File: src/rtl/sbs_pkg.sv
package sbs_pkg;

    // sizes
    localparam int WORD_W      = 16;
    localparam int N_OUT       = 4;
    localparam int N_PRIO      = 4;
    localparam int N_QUEUES    = N_OUT * N_PRIO;
    localparam int PAGE_WORDS  = 8;
    localparam int N_PAGES     = 64;
    localparam int MAX_LEN     = 63;
    localparam int FULL_PAGES  = 8;
    localparam int CREDIT_INIT = 4;

    // derived field widths
    localparam int DEST_W  = $clog2(N_OUT);
    localparam int PRIO_W  = $clog2(N_PRIO);
    localparam int PAGE_W  = $clog2(N_PAGES);
    localparam int OFFS_W  = $clog2(PAGE_WORDS);
    localparam int QID_W   = $clog2(N_QUEUES);
    localparam int LEN_W   = $clog2(MAX_LEN + 1);
    localparam int SPARE_W = WORD_W - DEST_W - PRIO_W - LEN_W;

    typedef logic [PAGE_W-1:0]             page_t;
    typedef logic [OFFS_W-1:0]             offs_t;
    typedef logic [QID_W-1:0]              qid_t;
    typedef logic [$clog2(N_PAGES+1)-1:0]  pcount_t;
    typedef logic [$clog2(CREDIT_INIT+1):0] credit_t;

    // first word of every packet
    typedef struct packed {
        logic [DEST_W-1:0]  dest;
        logic [PRIO_W-1:0]  prio;
        logic [SPARE_W-1:0] spare;
        logic [LEN_W-1:0]   len;
    } hdr_t;

    typedef union packed {
        hdr_t              hdr;
        logic [WORD_W-1:0] raw;
    } word_u;

    typedef struct packed {
        logic              vld;
        logic              sop;
        logic              eop;
        logic [WORD_W-1:0] data;
    } in_flit_t;

    typedef struct packed {
        logic              vld;
        logic              sop;
        logic              eop;
        logic [WORD_W-1:0] data;
    } out_flit_t;

    typedef struct packed {
        logic              en;
        page_t             page;
        offs_t             offs;
        logic [WORD_W-1:0] data;
    } mem_wr_t;

    typedef struct packed {
        logic  en;
        page_t page;
        page_t next;
    } link_wr_t;

    // one finished packet, head and tail page
    typedef struct packed {
        logic  en;
        qid_t  qid;
        page_t head;
        page_t tail;
    } enq_t;

    typedef struct packed {
        logic  en;
        page_t page;
        offs_t offs;
    } rd_req_t;

endpackage

File: src/rtl/ingress_writer.sv
`timescale 1ns/10ps

module ingress_writer (
    input  logic              clk,
    input  logic              rst_n,
    input  sbs_pkg::in_flit_t in,
    input  sbs_pkg::page_t    alloc_page,
    input  sbs_pkg::pcount_t  free_count,
    output logic              full,
    output sbs_pkg::mem_wr_t  mem_wr,
    output sbs_pkg::link_wr_t link_wr,
    output logic              alloc,
    output sbs_pkg::enq_t     enq
);
    import sbs_pkg::*;

    word_u in_word;
    page_t cur_page;
    page_t head_page;
    page_t wr_page;
    offs_t offs;
    offs_t wr_offs;
    qid_t  qid;
    logic  page_end;
    logic  last_wr;

    assign in_word.raw = in.data;

    // offset wrapped, so this word opens a fresh page
    assign page_end = !in.sop && offs == '0;
    assign alloc    = in.vld && (in.sop || page_end);
    assign wr_page  = alloc ? alloc_page : cur_page;
    assign wr_offs  = in.sop ? '0 : offs;

    always_ff @(posedge clk) begin
        if (!rst_n) begin
            mem_wr.en  <= 1'b0;
            link_wr.en <= 1'b0;
            enq.en     <= 1'b0;
            last_wr    <= 1'b0;
            full       <= 1'b0;
            offs       <= '0;
        end else begin
            mem_wr.en  <= in.vld;
            link_wr.en <= in.vld && page_end;
            last_wr    <= in.vld && in.eop;
            // enqueue once the last word has landed
            enq.en     <= last_wr;
            // free space left after this cycle's allocate
            full       <= int'(free_count) < FULL_PAGES + int'(alloc);
            if (in.vld) begin
                offs <= wr_offs + 1'b1;
            end
        end
    end

    // word and link payload
    always_ff @(posedge clk) begin
        mem_wr.page  <= wr_page;
        mem_wr.offs  <= wr_offs;
        mem_wr.data  <= in.data;
        link_wr.page <= cur_page;
        link_wr.next <= alloc_page;
        if (in.vld) begin
            cur_page <= wr_page;
        end
    end

    // header decode on sop
    always_ff @(posedge clk) begin
        if (in.vld && in.sop) begin
            head_page <= alloc_page;
            qid       <= {in_word.hdr.dest, in_word.hdr.prio};
        end
    end

    // sampled while last_wr is high, before a new sop can move them
    always_ff @(posedge clk) begin
        enq.qid  <= qid;
        enq.head <= head_page;
        enq.tail <= cur_page;
    end

endmodule

File: config.mk
export PLATFORM = sky130hd
export DESIGN_NAME = ingress_writer
export DESIGN_NICKNAME = d
export VERILOG_FILES = /design/src/rtl/sbs_pkg.sv /design/src/rtl/ingress_writer.sv
export SDC_FILE = /design/constraint.sdc
export NUM_CORES = 1
export LEC_CHECK = 0
export ABC_AREA = 1
export BUFFER_PORTS_ARGS = -buffer_cell sky130_fd_sc_hd__buf_2
export CAP_MARGIN = 20
export CORE_ASPECT_RATIO = 1.2
export CORE_MARGIN = 5
export CORE_UTILIZATION = 47
export DETAILED_ROUTE_END_ITERATION = 8
export GPL_ROUTABILITY_DRIVEN = 0
export PLACE_DENSITY = 0.81
export SLEW_MARGIN = 20
export SYNTH_ARGS = -nofsm -noshare
export SYNTH_HDL_FRONTEND = slang
export SYNTH_SLANG_ARGS = --single-unit
File: constraint.sdc
create_clock -name clk -period 3.1 [get_ports clk]
set_clock_uncertainty 0.15 [all_clocks]
set_input_delay 0.155 -clock clk [delete_from_list [all_inputs] [get_ports clk]]
set_output_delay 0.155 -clock clk [all_outputs]
set_load 0.03 [all_outputs]
* Word level (Yosys, flattened, before mapping)
Cells that the tools add are included.
Operators by class: add/sub/neg operators 2, order comparisons 1, mux-type cells 2, reductions and logical operators 8
Operator list (number):
- $lt A7 B5 Y1 | 1
- $mux W6 | 1
- $add A4 B1 Y5 const A | 1
- $logic_and A1 B1 Y1 | 5
- $add A3 B1 Y3 const B | 1
- $logic_not A3 Y1 | 1
- $mux W3 | 1
- $logic_not A1 Y1 | 1
- $logic_or A1 B1 Y1 | 1
Word-level totals: word-level logic and storage cells 29, bits of input ports 34, flip-flop bits (word level) 71, output and inout port bits 58

* Logic depth before layout (Yosys ltp)
depth in word-level cells 6, mapped depth 6, mapped depth without buffers 6

* Worst setup path before layout
OpenSTA, ideal clock, no wires.
path type register to register, start reg offs[0], end reg offs[1], library setup time 0.114 ns, arrival 0.956 ns, setup slack 1.880 ns, buffers on the path 0, data required time 2.836 ns, clock period less this slack 1.220 ns, cell stages (with the launch flop) 6, cell sequence dfxtp_1 > inv_1 > nor2_1 > ha_1 > a21oi_1 > nor2_1
On the way: word-level cells in the longest chain between the ends 2
RTL lines:
- start: declaration | line ingress_writer.sv:21 | offs_t offs;
- start signal: assignment | line ingress_writer.sv:52 | offs <= wr_offs + 1'b1;
- $mux W3 | line ingress_writer.sv:33 | assign wr_offs = in.sop ? '0 : offs;
- net wr_offs[0] | line ingress_writer.sv:22 | offs_t wr_offs;
- $add A3 B1 Y3 | line ingress_writer.sv:52
The timed path passes the listed nets, and every way through them passes these cells. A chain may end at the register's enable or synchronous reset.

* Final worst setup path
start in in[17] in the netlist's numbering, end reg full
On the way: word-level cells in the longest chain between the ends 6
RTL lines:
- start: declaration | line ingress_writer.sv:6 | input sbs_pkg::in_flit_t in,
- $logic_not A1 Y1 | line ingress_writer.sv:30 | assign page_end = !in.sop && offs == '0;
- $logic_and A1 B1 Y1 | line ingress_writer.sv:30
- $logic_or A1 B1 Y1 * | line ingress_writer.sv:31 | assign alloc = in.vld && (in.sop || page_end);
- $logic_and A1 B1 Y1 * | line ingress_writer.sv:31
- $add A4 B1 Y5 * | line ingress_writer.sv:50 | full <= int'(free_count) < FULL_PAGES + int'(alloc);
- $lt A7 B5 Y1 * | line ingress_writer.sv:50
- end signal: assignment | line ingress_writer.sv:50
- end: declaration | line ingress_writer.sv:9 | output logic full,
Every way passes the cells marked *; elsewhere a longest branch is shown, timed or not.

==> flow_summary.json <==
{
  "start_util": 0.485,
  "total_power_uw": 1910,
  "max_freq_mhz": 595,
  "seq_area_frac_synth": 0.827,
  "tightest_slew_ps": 369,
  "syn-cell-area_sq_um": 1910,
  "relSlewSlack": 0.754,
  "grt_max_degree": 15,
  "antenna_found_initial": 0,
  "drt-initial-drc-count": 27,
  "htree_levels": 3,
  "vias_per_cell": 4.25,
  "avgSynthCellArea_sq_um": 14.3,
  "place_hpwl_um": 2910,
  "cpPeakStageDelay_ps": 550,
  "ant_nets": 0,
  "synth_nets": 169,
  "worst_skew_pair.late_latency_ps": 320,
  "die_width_um": 68.2,
  "cts_buffers": 9,
  "cts_root_buf": "clkbuf_8",
  "cts.clk_slew.worst_paths_ps": 70,
  "ys_ff_latch": 71,
  "tns_ps": 0,
  "post_cts_buffers": 0,
  "crit_required_ps": 3220,
  "worstSetupPathType": "in -> reg",
  "finalSetupViolCount": 0,
  "die_h_um": 79.9,
  "p_leak_uw": 0.00137,
  "die-area_sq_um": 5450,
  "cts_tree": "done",
  "drt_first_pass_iters": 4,
  "setup_ws_ps": 1420,
  "outcome": "finished, final reports clean",
  "post-place-ws_ps": 1670,
  "grt-ovfl-total": 0,
  "syn_to_final_growth_pct": 48.3,
  "max_cap_violations": 0,
  "start_kind": "input port",
  "grt_pass1_wl_um": 6770,
  "cp_max_fo": 9,
  "cp_slowest_cell": "dlygate4sd3_1",
  "critPathArrivalTime_ps": 1800,
  "wire_per_inst_um": 13.9,
  "grt_pass1_vias": 1478,
  "coreArea_sq_um": 3940,
  "rsz0062_at_grt": "false",
  "clkSinkCount": 71,
  "portBuffers": 91,
  "wirelength_um": 4390,
  "min_period_ps": 1680,
  "yosysWarningCount": 0,
  "ys_types": 16,
  "crit_chain": "dlygate4sd3_1 -> buf_2 -> nand2_4 -> nand2_4 -> nand2_2 -> a21oi_2 -> dlygate4sd3_1",
  "num-fill-cells": 265,
  "clk_path_buf_depth": 2,
  "num_vias": 1346,
  "p_per_area_nw_per_um2": 672,
  "finalHoldViolCount": 0,
  "num_rows": 25,
  "maxSlewViolCount": 0,
  "crit_buf_inv": 3,
  "ios": 92,
  "hold_path_class": "in -> reg",
  "finalCritPeriodShare": 0.542,
  "vdd_drop_max_mv": 0.444,
  "drc_errors": 0,
  "path_delay_family": "buffers and inverters",
  "final_nets": 292,
  "drive_gt1_frac": 0.431,
  "track_usage": 0.177,
  "netlist_instances": 134,
  "cp-end-kind": "flop"
}
-- routing by layer --
layer	routed length, um	track usage	vias to the layer above	part of all wire
li1	-	-	671	-
met3	405	0.0493	8	0.092
met4	91	0.127	0	0.021
met2	2400	0.316	65	0.55
met5	0	0	-	0
met1	1500	0.165	602	0.34
-- registers in the layout, indices dropped and copies added (netlist names) --
signal,flops
head_page,6
qid,4
link_wr,7
last_wr,1
mem_wr,26
enq,17
full,1
cur_page,6
offs,3
-- logic make-up after synthesis --
kind of cell,after synthesis,synth area share
adder cells (fa/ha/maj),1,0.00654
flip-flops,71,0.827
buffers and inverters,17,0.0471
AO/OA/AOI/OAI,6,0.0177
AND/OR/NAND/NOR,39,0.102
-- area by class of cell --
class | count | area [sq um] | share of cell area
multi-input cells | 46 | 241 | 0.0851
clock buffers | 9 | 124 | 0.0437
clock inverters | 7 | 47.5 | 0.0168
well taps | 54 | 67.6 | 0.0238
flip-flops and latches | 71 | 1580 | 0.557
repair buffers | 119 | 736 | 0.259
diodes | 1 | 2.50 | 0.000882
inverters | 10 | 37.5 | 0.0132
-- cell usage after synthesis, drive strengths merged --
| master | number | area [sq um] |
|---|---|---|
| o21ai | 2 | 10.0 |
| inv | 10 | 37.5 |
| dfxtp | 55 | 1100 |
| edfxtp | 16 | 480 |
| ha | 1 | 12.5 |
| nand3 | 8 | 52.6 |
| nor3 | 1 | 5.00 |
| a21oi | 4 | 23.8 |
| nand2 | 21 | 96.3 |
| buf | 7 | 52.6 |
| nor2 | 9 | 41.3 |
-- report_power, final --
group	internal, uW	switching (uW)	total, uW
registers	1010	20.6	1030
logic	84.4	172	256
clock network	291	326	618
-- cells in the final DEF (no fill, tap or decap), drive strengths merged --
| cell | netlist | routed |
|---|---|---|
| clkinv | 0 | 5 |
| buf | 7 | 91 |
| clkbuf | 0 | 9 |
| nand2 | 21 | 21 |
| edfxtp | 16 | 16 |
| diode | 0 | 1 |
| o21ai | 2 | 2 |
| nor2 | 9 | 9 |
| ha | 1 | 1 |
| dlygate4sd3 | 0 | 28 |
| dfxtp | 55 | 55 |
| nand3 | 8 | 8 |
| nor3 | 1 | 1 |
| a21oi | 4 | 4 |
| inv | 10 | 12 |
-- path summary, 6_finish.rpt --
check                  startpoint               endpoint  slack [ps]  cells past startpoint
max                        in[17]        full$_SDFF_PN0_        1420                      7
min                        in[18]  cur_page[3]$_DFFE_PP_          90                      1
max reg2reg  offs[0]$_SDFFE_PN0P_        full$_SDFF_PN0_        1450                      6
min reg2reg      qid[3]$_DFFE_PP_        enq[15]$_DFF_P_         200                      0
-- timing repair --
item | in CTS | in global routing
hold buffers | 28 | 0
endpoints found under the hold margin | 51 | 0
resized for setup | 0 | 0
endpoints found under the setup margin | 0 | 0
-- through the flow --
step,std cells,area (sq um),hold slack [ps],util
floorplan,134,1910,32.7,-
global placement,272,2380,107,0.605
detailed placement,272,2380,109,0.605
CTS,316,2840,63.7,0.719
global route,316,2840,78.1,0.719
finish,317,2840,85.8,0.720
No activity file was read; power rests on OpenSTA's default activity.
