[config.mk]
export PLATFORM = sky130hd
export DESIGN_NAME = egress_reader
export DESIGN_NICKNAME = d
export VERILOG_FILES = /design/src/rtl/sbs_pkg.sv /design/src/rtl/egress_reader.sv
export SDC_FILE = /design/constraint.sdc
export NUM_CORES = 1
export LEC_CHECK = 0
export BUFFER_PORTS_ARGS = -buffer_cell sky130_fd_sc_hd__buf_2
export CAP_MARGIN = 30
export CELL_PAD_IN_SITES_DETAIL_PLACEMENT = 0
export CELL_PAD_IN_SITES_GLOBAL_PLACEMENT = 1
export CORE_MARGIN = 2
export CORE_UTILIZATION = 34
export CTS_CLUSTER_DIAMETER = 60
export DETAILED_ROUTE_END_ITERATION = 10
export PLACE_DENSITY = 0.8
export RECOVER_POWER = 100
export SETUP_SLACK_MARGIN = 0.1
export SLEW_MARGIN = 10
export SYNTH_ARGS = -nofsm -noshare
export SYNTH_HDL_FRONTEND = slang
export SYNTH_SLANG_ARGS = --single-unit
[constraint.sdc]
create_clock -name clk -period 5 [get_ports clk]
set_clock_uncertainty 0.2 [all_clocks]
set_input_delay 1.5 -clock clk [delete_from_list [all_inputs] [get_ports clk]]
set_output_delay 1.5 -clock clk [all_outputs]
set_load 0.005 [all_outputs]
[src/rtl/sbs_pkg.sv]
package sbs_pkg;

    // sizes
    localparam int WORD_W      = 16;
    localparam int N_OUT       = 4;
    localparam int N_PRIO      = 4;
    localparam int N_QUEUES    = N_OUT * N_PRIO;
    localparam int PAGE_WORDS  = 8;
    localparam int N_PAGES     = 64;
    localparam int MAX_LEN     = 63;
    localparam int FULL_PAGES  = 8;
    localparam int CREDIT_INIT = 4;

    // derived field widths
    localparam int DEST_W  = $clog2(N_OUT);
    localparam int PRIO_W  = $clog2(N_PRIO);
    localparam int PAGE_W  = $clog2(N_PAGES);
    localparam int OFFS_W  = $clog2(PAGE_WORDS);
    localparam int QID_W   = $clog2(N_QUEUES);
    localparam int LEN_W   = $clog2(MAX_LEN + 1);
    localparam int SPARE_W = WORD_W - DEST_W - PRIO_W - LEN_W;

    typedef logic [PAGE_W-1:0]             page_t;
    typedef logic [OFFS_W-1:0]             offs_t;
    typedef logic [QID_W-1:0]              qid_t;
    typedef logic [$clog2(N_PAGES+1)-1:0]  pcount_t;
    typedef logic [$clog2(CREDIT_INIT+1):0] credit_t;

    // first word of every packet
    typedef struct packed {
        logic [DEST_W-1:0]  dest;
        logic [PRIO_W-1:0]  prio;
        logic [SPARE_W-1:0] spare;
        logic [LEN_W-1:0]   len;
    } hdr_t;

    typedef union packed {
        hdr_t              hdr;
        logic [WORD_W-1:0] raw;
    } word_u;

    typedef struct packed {
        logic              vld;
        logic              sop;
        logic              eop;
        logic [WORD_W-1:0] data;
    } in_flit_t;

    typedef struct packed {
        logic              vld;
        logic              sop;
        logic              eop;
        logic [WORD_W-1:0] data;
    } out_flit_t;

    typedef struct packed {
        logic              en;
        page_t             page;
        offs_t             offs;
        logic [WORD_W-1:0] data;
    } mem_wr_t;

    typedef struct packed {
        logic  en;
        page_t page;
        page_t next;
    } link_wr_t;

    // one finished packet, head and tail page
    typedef struct packed {
        logic  en;
        qid_t  qid;
        page_t head;
        page_t tail;
    } enq_t;

    typedef struct packed {
        logic  en;
        page_t page;
        offs_t offs;
    } rd_req_t;

endpackage

[src/rtl/egress_reader.sv]
`timescale 1ns/10ps

module egress_reader (
    input  logic                                    clk,
    input  logic                                    rst_n,
    input  logic [sbs_pkg::N_OUT-1:0]               credit_ret,
    input  logic [sbs_pkg::N_QUEUES-1:0]            q_nonempty,
    input  sbs_pkg::page_t [sbs_pkg::N_QUEUES-1:0]  q_head,
    input  sbs_pkg::word_u                          rd_data,
    input  sbs_pkg::page_t                          rd_next,
    output sbs_pkg::out_flit_t [sbs_pkg::N_OUT-1:0] out,
    output sbs_pkg::rd_req_t                        rd_req,
    output logic                                    deq,
    output sbs_pkg::qid_t                           deq_qid,
    output logic                                    release_en,
    output sbs_pkg::page_t                          release_page
);
    import sbs_pkg::*;

    credit_t            credit [N_OUT];
    logic [N_OUT-1:0]   port_ready;
    logic               pick_vld;
    logic [DEST_W-1:0]  pick_port;
    logic [PRIO_W-1:0]  pick_prio;
    logic [DEST_W-1:0]  rr_port;

    logic               busy;
    logic [DEST_W-1:0]  port_q;
    qid_t               qid_q;
    page_t              cur_page;
    page_t              nxt_q;
    logic [LEN_W-1:0]   idx;
    logic [LEN_W-1:0]   len_q;

    logic               issue;
    logic               is_last;
    logic               page_start;
    logic [LEN_W-1:0]   eff_len;
    page_t              eff_next;
    page_t              rd_page;

    // read in flight, data arrives next cycle
    logic               s1_vld;
    logic [DEST_W-1:0]  s1_port;
    logic               s1_sop;
    logic               s1_eop;

    always_comb begin
        for (int k = 0; k < N_OUT; k++) begin
            port_ready[k] = |q_nonempty[k*N_PRIO +: N_PRIO] && credit[k] != '0;
        end
    end

    // round robin across outputs, strict priority inside one
    always_comb begin
        pick_vld  = 1'b0;
        pick_port = rr_port;
        for (int i = N_OUT; i > 0; i--) begin
            if (port_ready[DEST_W'(rr_port + i)]) begin
                pick_vld  = 1'b1;
                pick_port = DEST_W'(rr_port + i);
            end
        end
        pick_prio = '0;
        for (int j = N_PRIO - 1; j >= 0; j--) begin
            if (q_nonempty[{pick_port, PRIO_W'(j)}]) begin
                pick_prio = PRIO_W'(j);
            end
        end
    end

    // header comes back the cycle after word 0 is read
    assign eff_len    = (s1_vld && s1_sop) ? rd_data.hdr.len : len_q;
    assign eff_next   = s1_vld ? rd_next : nxt_q;
    assign page_start = idx[OFFS_W-1:0] == '0 && idx != '0;
    assign rd_page    = page_start ? eff_next : cur_page;
    assign is_last    = idx != '0 && idx == eff_len;
    assign issue      = busy && credit[port_q] != '0;

    assign rd_req       = '{en: issue, page: rd_page, offs: idx[OFFS_W-1:0]};
    assign release_en   = issue && (idx[OFFS_W-1:0] == '1 || is_last);
    assign release_page = rd_page;
    assign deq          = issue && is_last;
    assign deq_qid      = qid_q;

    always_ff @(posedge clk) begin
        if (!rst_n) begin
            busy    <= 1'b0;
            rr_port <= '1;
            s1_vld  <= 1'b0;
            out     <= '0;
            for (int k = 0; k < N_OUT; k++) begin
                credit[k] <= credit_t'(CREDIT_INIT);
            end
        end else begin
            if (issue && is_last) begin
                busy <= 1'b0;
            end else if (!busy && pick_vld) begin
                busy    <= 1'b1;
                rr_port <= pick_port;
            end
            s1_vld <= issue;
            for (int k = 0; k < N_OUT; k++) begin
                credit[k] <= credit[k] + credit_t'(credit_ret[k])
                             - credit_t'(issue && port_q == DEST_W'(k));
                out[k].vld  <= s1_vld && s1_port == DEST_W'(k);
                out[k].sop  <= s1_vld && s1_port == DEST_W'(k) && s1_sop;
                out[k].eop  <= s1_vld && s1_port == DEST_W'(k) && s1_eop;
                out[k].data <= rd_data.raw;
            end
        end
    end

    // packet walk state
    always_ff @(posedge clk) begin
        if (!busy) begin
            port_q   <= pick_port;
            qid_q    <= {pick_port, pick_prio};
            cur_page <= q_head[{pick_port, pick_prio}];
            idx      <= '0;
        end else if (issue) begin
            idx      <= idx + 1'b1;
            cur_page <= rd_page;
        end
        s1_port <= port_q;
        s1_sop  <= idx == '0;
        s1_eop  <= is_last;
        if (s1_vld && s1_sop) begin
            len_q <= rd_data.hdr.len;
        end
        if (s1_vld) begin
            nxt_q <= rd_next;
        end
    end

endmodule

# --- Yosys cells after proc, flatten, opt, wreduce, memory -nomap -nowiden ---
# Memories as Yosys holds them, arrays and structs flattened. A register that Yosys moved wholly into a read port is not among the register bits.
# Index checks and enable logic that the tools add are counted.
word_totals:
  reg_bits: 66
  ram_bits: 16
  input_bits: 140
  out_inout_bits: 98
  wordCells: 150
  mem_count: 1
mem_list:
  columns: ["name", "depth", "width", "rd", "rd_ports_with_merged_regs", "wr", "line", "rtl"]
  rows:
  - ["credit", 4, 4, 5, 1, 4, "egress_reader.sv:20", "credit_t credit [N_OUT];"]
classes:
  add_sub_neg: 13
  order_cmp: 9
  n_eq_ne: 9
  n_mux: 42
  bitwise_logic: 6
  n_reduce_logical: 45
op_table:
  columns: ["operator", "count"]
  rows:
  - ["$mux 6", 6]
  - ["$logic_and 1x1->1", 27]
  - ["$lt 4x5->1 const B", 5]
  - ["$bmux 6 s4", 1]
  - ["$reduce_bool 4->1", 5]
  - ["$mux 2", 9]
  - ["$add 4x1->4", 4]
  - ["$bmux 1 s2", 8]
  - ["$mux 4", 4]
  - ["$reduce_or 4->1", 4]
  - ["$sub 4x1->4", 4]
  - ["$mux 1", 14]
  - ["$lt 2x3->1 const B", 4]
  - ["$eq 2x2->1 const B", 4]
  - ["$add 6x1->6 const B", 1]
  - ["$eq 6x6->1", 1]
  - ["$logic_not 6->1", 1]
  - ["$reduce_bool 6->1", 1]
  - ["$add 2x1->2 const B", 2]
  - ["$add 2x2->2 const B", 2]
  - ["$eq 2x1->1 const B", 2]
  - ["$logic_not 2->1", 2]
  - ["$or 1x1->1", 4]
  - ["$eq 3x3->1 const B", 1]
  - ["other kinds (7)", 8]

# --- Logic depth before layout (Yosys ltp) ---
logic_depth:
  word_depth: 17
  mapped_depth: 16

# --- Worst setup path after synthesis ---
# No wires, ideal clock.
synth_timing:
  path_kind: "input to register"
  from: "input port q_nonempty[1] (netlist bit)"
  to: "register cur_page[2] (data pin)"
  setup_time_ns: 0.262
  arrival_time_ns: 4.255
  t_required_ns: 4.538
  setup_slack_ns: 0.282
  path_stages: 14
  cell_sequence: "or4_4 -> and2_4 -> or3b_1 -> o211ai_2 -> buf_6 -> mux2i_1 -> mux2i_4 -> a21o_1 -> buf_6 -> nand2_8 -> buf_12 -> mux2_2 -> o22ai_1 -> o2bb2ai_1"
synth_via:
  elab_chain_cells: 17
synth_rtl:
  columns: ["element", "line", "rtl"]
  rows:
  - ["from (decl)", "egress_reader.sv:7", "input logic [sbs_pkg::N_QUEUES-1:0] q_nonempty,"]
  - ["$reduce_or 4->1", "egress_reader.sv:50", "port_ready[k] = |q_nonempty[k*N_PRIO +: N_PRIO] && credit[k] != '0;"]
  - ["$logic_and 1x1->1", "egress_reader.sv:50", null]
  - ["$bmux 1 s2", "egress_reader.sv:59", "if (port_ready[DEST_W'(rr_port + i)]) begin"]
  - ["$mux 1 (not written as such)", "egress_reader.sv:59", null]
  - ["$mux 2 (4 in a row)", "egress_reader.sv:59", null]
  - ["$bmux 1 s2", "egress_reader.sv:66", "if (q_nonempty[{pick_port, PRIO_W'(j)}]) begin"]
  - ["$mux 1 (not written as such)", "egress_reader.sv:66", null]
  - ["$mux 2 (4 in a row)", "egress_reader.sv:66", null]
  - ["$bmux 6 s4 (*)", "egress_reader.sv:119", "cur_page <= q_head[{pick_port, pick_prio}];"]
  - ["$mux 6 (not written as such) (*)", "egress_reader.sv:119", null]
  - ["$mux 6 (*)", "egress_reader.sv:116", "if (!busy) begin"]
  - ["to (signal assigned)", "egress_reader.sv:119", null]
  - ["to (signal assigned)", "egress_reader.sv:123", "cur_page <= rd_page;"]
  - ["to (decl)", "egress_reader.sv:30", "page_t cur_page;"]
# Every way passes the cells marked *; elsewhere a longest branch is shown, timed or not. The select of a mux whose other input is x is not followed.
# A chain may end at the register's enable or synchronous reset.

# --- Final worst setup path ---
layout_timing:
  from: "input port q_nonempty[9] (netlist bit)"
  to: "register cur_page[4] (data pin)"
# Same word-level chain as after synthesis.

==> impl_results.md <==
- Final Cell Area: 6279 sq um
- GPL Wtd Cong: 0.8850
- Fin nets: 897
- Clock buffer count from CTS: 9
- Core ar.: 14420 sq um
- Largest fanout on the critical path: 10
- Root Buffer: clkbuf_16
- Average cell area after synthesis: 9.203 sq um
- Chip width: 125.2 um
- Num ports: 238
- Register area share after synthesis: 0.3485
- Layout cells sized above 1: 0.3524
- Distinct cells, synth: 57
- Post-Place Cell Area: 5984 sq um
- Slew @ Worst Pin: 1.239 ns
- Clock latency at the later pin of the worst-skew pair: 0.34 ns
- Critical Path AT: 4.71 ns
- Main synth FF type: dfxtp_1
- Worst EP required: 4.89 ns
- Min Clock Period, post-route: 4.824 ns
- Hold_ws: 0.2697 ns
- Total routed wirelength: 14.01 mm
- Critical Path Sink Type: flip-flop
- Synthesized instance count: 543
- Max-cap violations: 0
- Cell count after placement: 901
- Synth Warn #: 0
- Slew Viols, Final: 0
- Number of synthesized flops with an enable pin: 10
- Final setup vio count: 0
- Layout area overhead: 25.64%
- Reg clk slew, reported paths: 0.07 ns
- Delay of the slowest cell on the worst path: 0.46 ns
- 1st-iter DRT viols: 265
- ANT nets after route: 0
- Maximum VDD drop: 235.7 uV
- CTS Sinks: 82
- Hold Crit Class: reg -> reg
- Mapped Area: 4997 sq um
- Max H-tree Level: 3
- Final hold vios: 0
- Post-route DRC violation count: 0
- Vias in the first global route: 4480
- Power consumption: 3.238 mW
- Setup CP Type: in -> reg
- Clock buffer depth: 2
- RSZ-0062 raised after global routing: false
- Input/output buffers: 237
- Cell Count, Final, Fillers Out: 919
- Leakage Power: 3.042 nW
- Vias per std cell: 4.950
- Rows: 44
- Total GRT Usage: 0.1728
- #FFs+latches synth: 82
- Synth Net Count: 710
- HPWL after DPL: 11.43 mm
- Full die area: 15680 sq um
- Initial Util: 0.3465
- Pwr dens: 515.8 nW/um^2
- Slew headroom: 0.1740
- # diodes: 0
- First-pass GRT wire length: 21.85 mm
- Total number of vias: 4549
- Largest net degree at the start of global routing: 30
- Tcrit/Tclk final: 0.9648
- Run status: finished, final reports clean
- Pre-antenna DRT Iters: 5
- CTS tree: yes
- CP Launch Type: primary input
- Post-synth ARST share: 0
- Die height: 125.2 um
- Flop2flop setup slack: 0.98 ns
- Crit-path cells: clkbuf_1, nor4_1, buf_4, a31oi_1, or3b_1, o211ai_4, mux2i_1, mux2_4, a21oi_1, buf_12, buf_12, or3_1, o211ai_1, o211ai_1, o2bb2ai_1
- Initial antenna violation count: 0
- Core Util, Final: 0.4353
- Max Freq: 207.3 MHz
- GRT overflow: 0
- Critical-path top delay cell: or3b_1
- Wire per inst: 15.25 um
==> registers in the layout (all words and copies together) (netlist names), 6 cells and up, named ones only <==
register,cells
out,28
credit,16
cur_page,6
idx,6
len_q,6
nxt_q,6
==> power breakdown <==
part,switching [mW],internal (mW)
clock,0.296,0.351
sequential,0.110,0.854
combinational,0.883,0.744
total,1.29,1.95
==> synth_stat cells, drive strengths merged (2+ instances only) <==
cell,n,area share
mux2,24,0.055
nand2,42,0.035
dfxtp,72,0.29
or3,14,0.018
a21oi,11,0.014
xor2,10,0.018
or3b,2,0.0035
a2111oi,2,0.0035
a221o,2,0.0040
inv,35,0.026
o21ai,12,0.013
clkinv,2,0.0015
a211oi,2,0.0030
nand3,9,0.0090
o211a,2,0.0040
a41oi,2,0.0035
and2,32,0.041
a31oi,5,0.0063
and3,3,0.0038
o211ai,12,0.019
clkbuf,11,0.0083
nor2b,2,0.0025
o2bb2ai,4,0.0070
ha,23,0.058
a221oi,11,0.021
mux2i,25,0.055
xnor2,8,0.014
nor4,11,0.014
a21o,7,0.011
nor2,43,0.032
nor3,8,0.0080
buf,65,0.10
o22ai,8,0.010
edfxtp,10,0.060
fa,4,0.016
==> placed cells by master, fill, tap and decap left out, types with 11 or more instances in the layout <==
master / netlist / final
o21ai_0: 11 / 11
or3_1: 14 / 14
nor2_1: 43 / 43
clkbuf_1: 11 / 30
nand2_1: 41 / 41
ha_1: 23 / 23
mux2_1: 0 / 16
and2_1: 31 / 16
o211ai_1: 11 / 11
buf_2: 4 / 208
a21oi_1: 9 / 11
inv_1: 34 / 34
mux2i_1: 23 / 23
dfxtp_1: 72 / 72
and2_0: 0 / 15
==> metal layers <==
metal  GRT usage  wire [um]  vias to the layer above
met5           0          0                        -
met4     0.06209        269                        0
met3     0.03338       1114                       20
met2      0.3181       6958                      223
met1      0.1983       5670                     2088
li1            -          -                     2218
==> worst paths after layout <==
| kind | from | to | cells after the start |
|---|---|---|---|
| min reg2reg | nxt_q[1] | nxt_q[1] | 1 |
| max reg2reg | credit[0][2] | cur_page[4] | 15 |
| max | q_nonempty[9] | cur_page[4] | 15 |
| min | nxt_q[1] | nxt_q[1] | 1 |
==> kinds of logic after synthesis <==
| group | share of synthesized area |
|---|---|
| AND/OR/NAND/NOR | 0.1723 |
| flip-flops | 0.3485 |
| buffers and inverters | 0.1357 |
| XOR/XNOR | 0.03155 |
| multiplexers | 0.1144 |
| adder cells (fa/ha/maj) | 0.07361 |
| AO/OA/AOI/OAI | 0.1239 |
==> worst max-delay path, delay by kind of cell <==
kind | cells | cell delay (ns)
and+or+nand+nor | 3 | 1.22
AOI/OAI and AO/OA | 6 | 0.85
buffers and inverters | 4 | 0.57
muxes | 2 | 0.57
==> timing repair <==
action,CTS,global route
resized for setup,0,2
endpoints found under the setup margin,0,4
hold buffers,0,0
buffers inserted,0,2
==> final cells by class <==
class / count / area [sq um]
clock buffer: 9 / 225.2
clock inverter: 7 / 72.57
fill: 1474 / 8145
inverter: 37 / 138.9
multi-input combinational: 348 / 2577
sequential: 82 / 1742
tap: 184 / 230.2
timing repair buffer: 252 / 1292
==> per-stage QoR <==
stage                     setup TNS [ns]  setup slack (ns)
after CTS                              0            0.1683
after detailed placement         -0.7085           -0.1831
after global routing                   0           0.09857
final                                  0            0.1758
after global placement          -0.02917          -0.01707
after floorplan                        0            0.2823
Note: power is estimated with default switching activity, not from simulation.
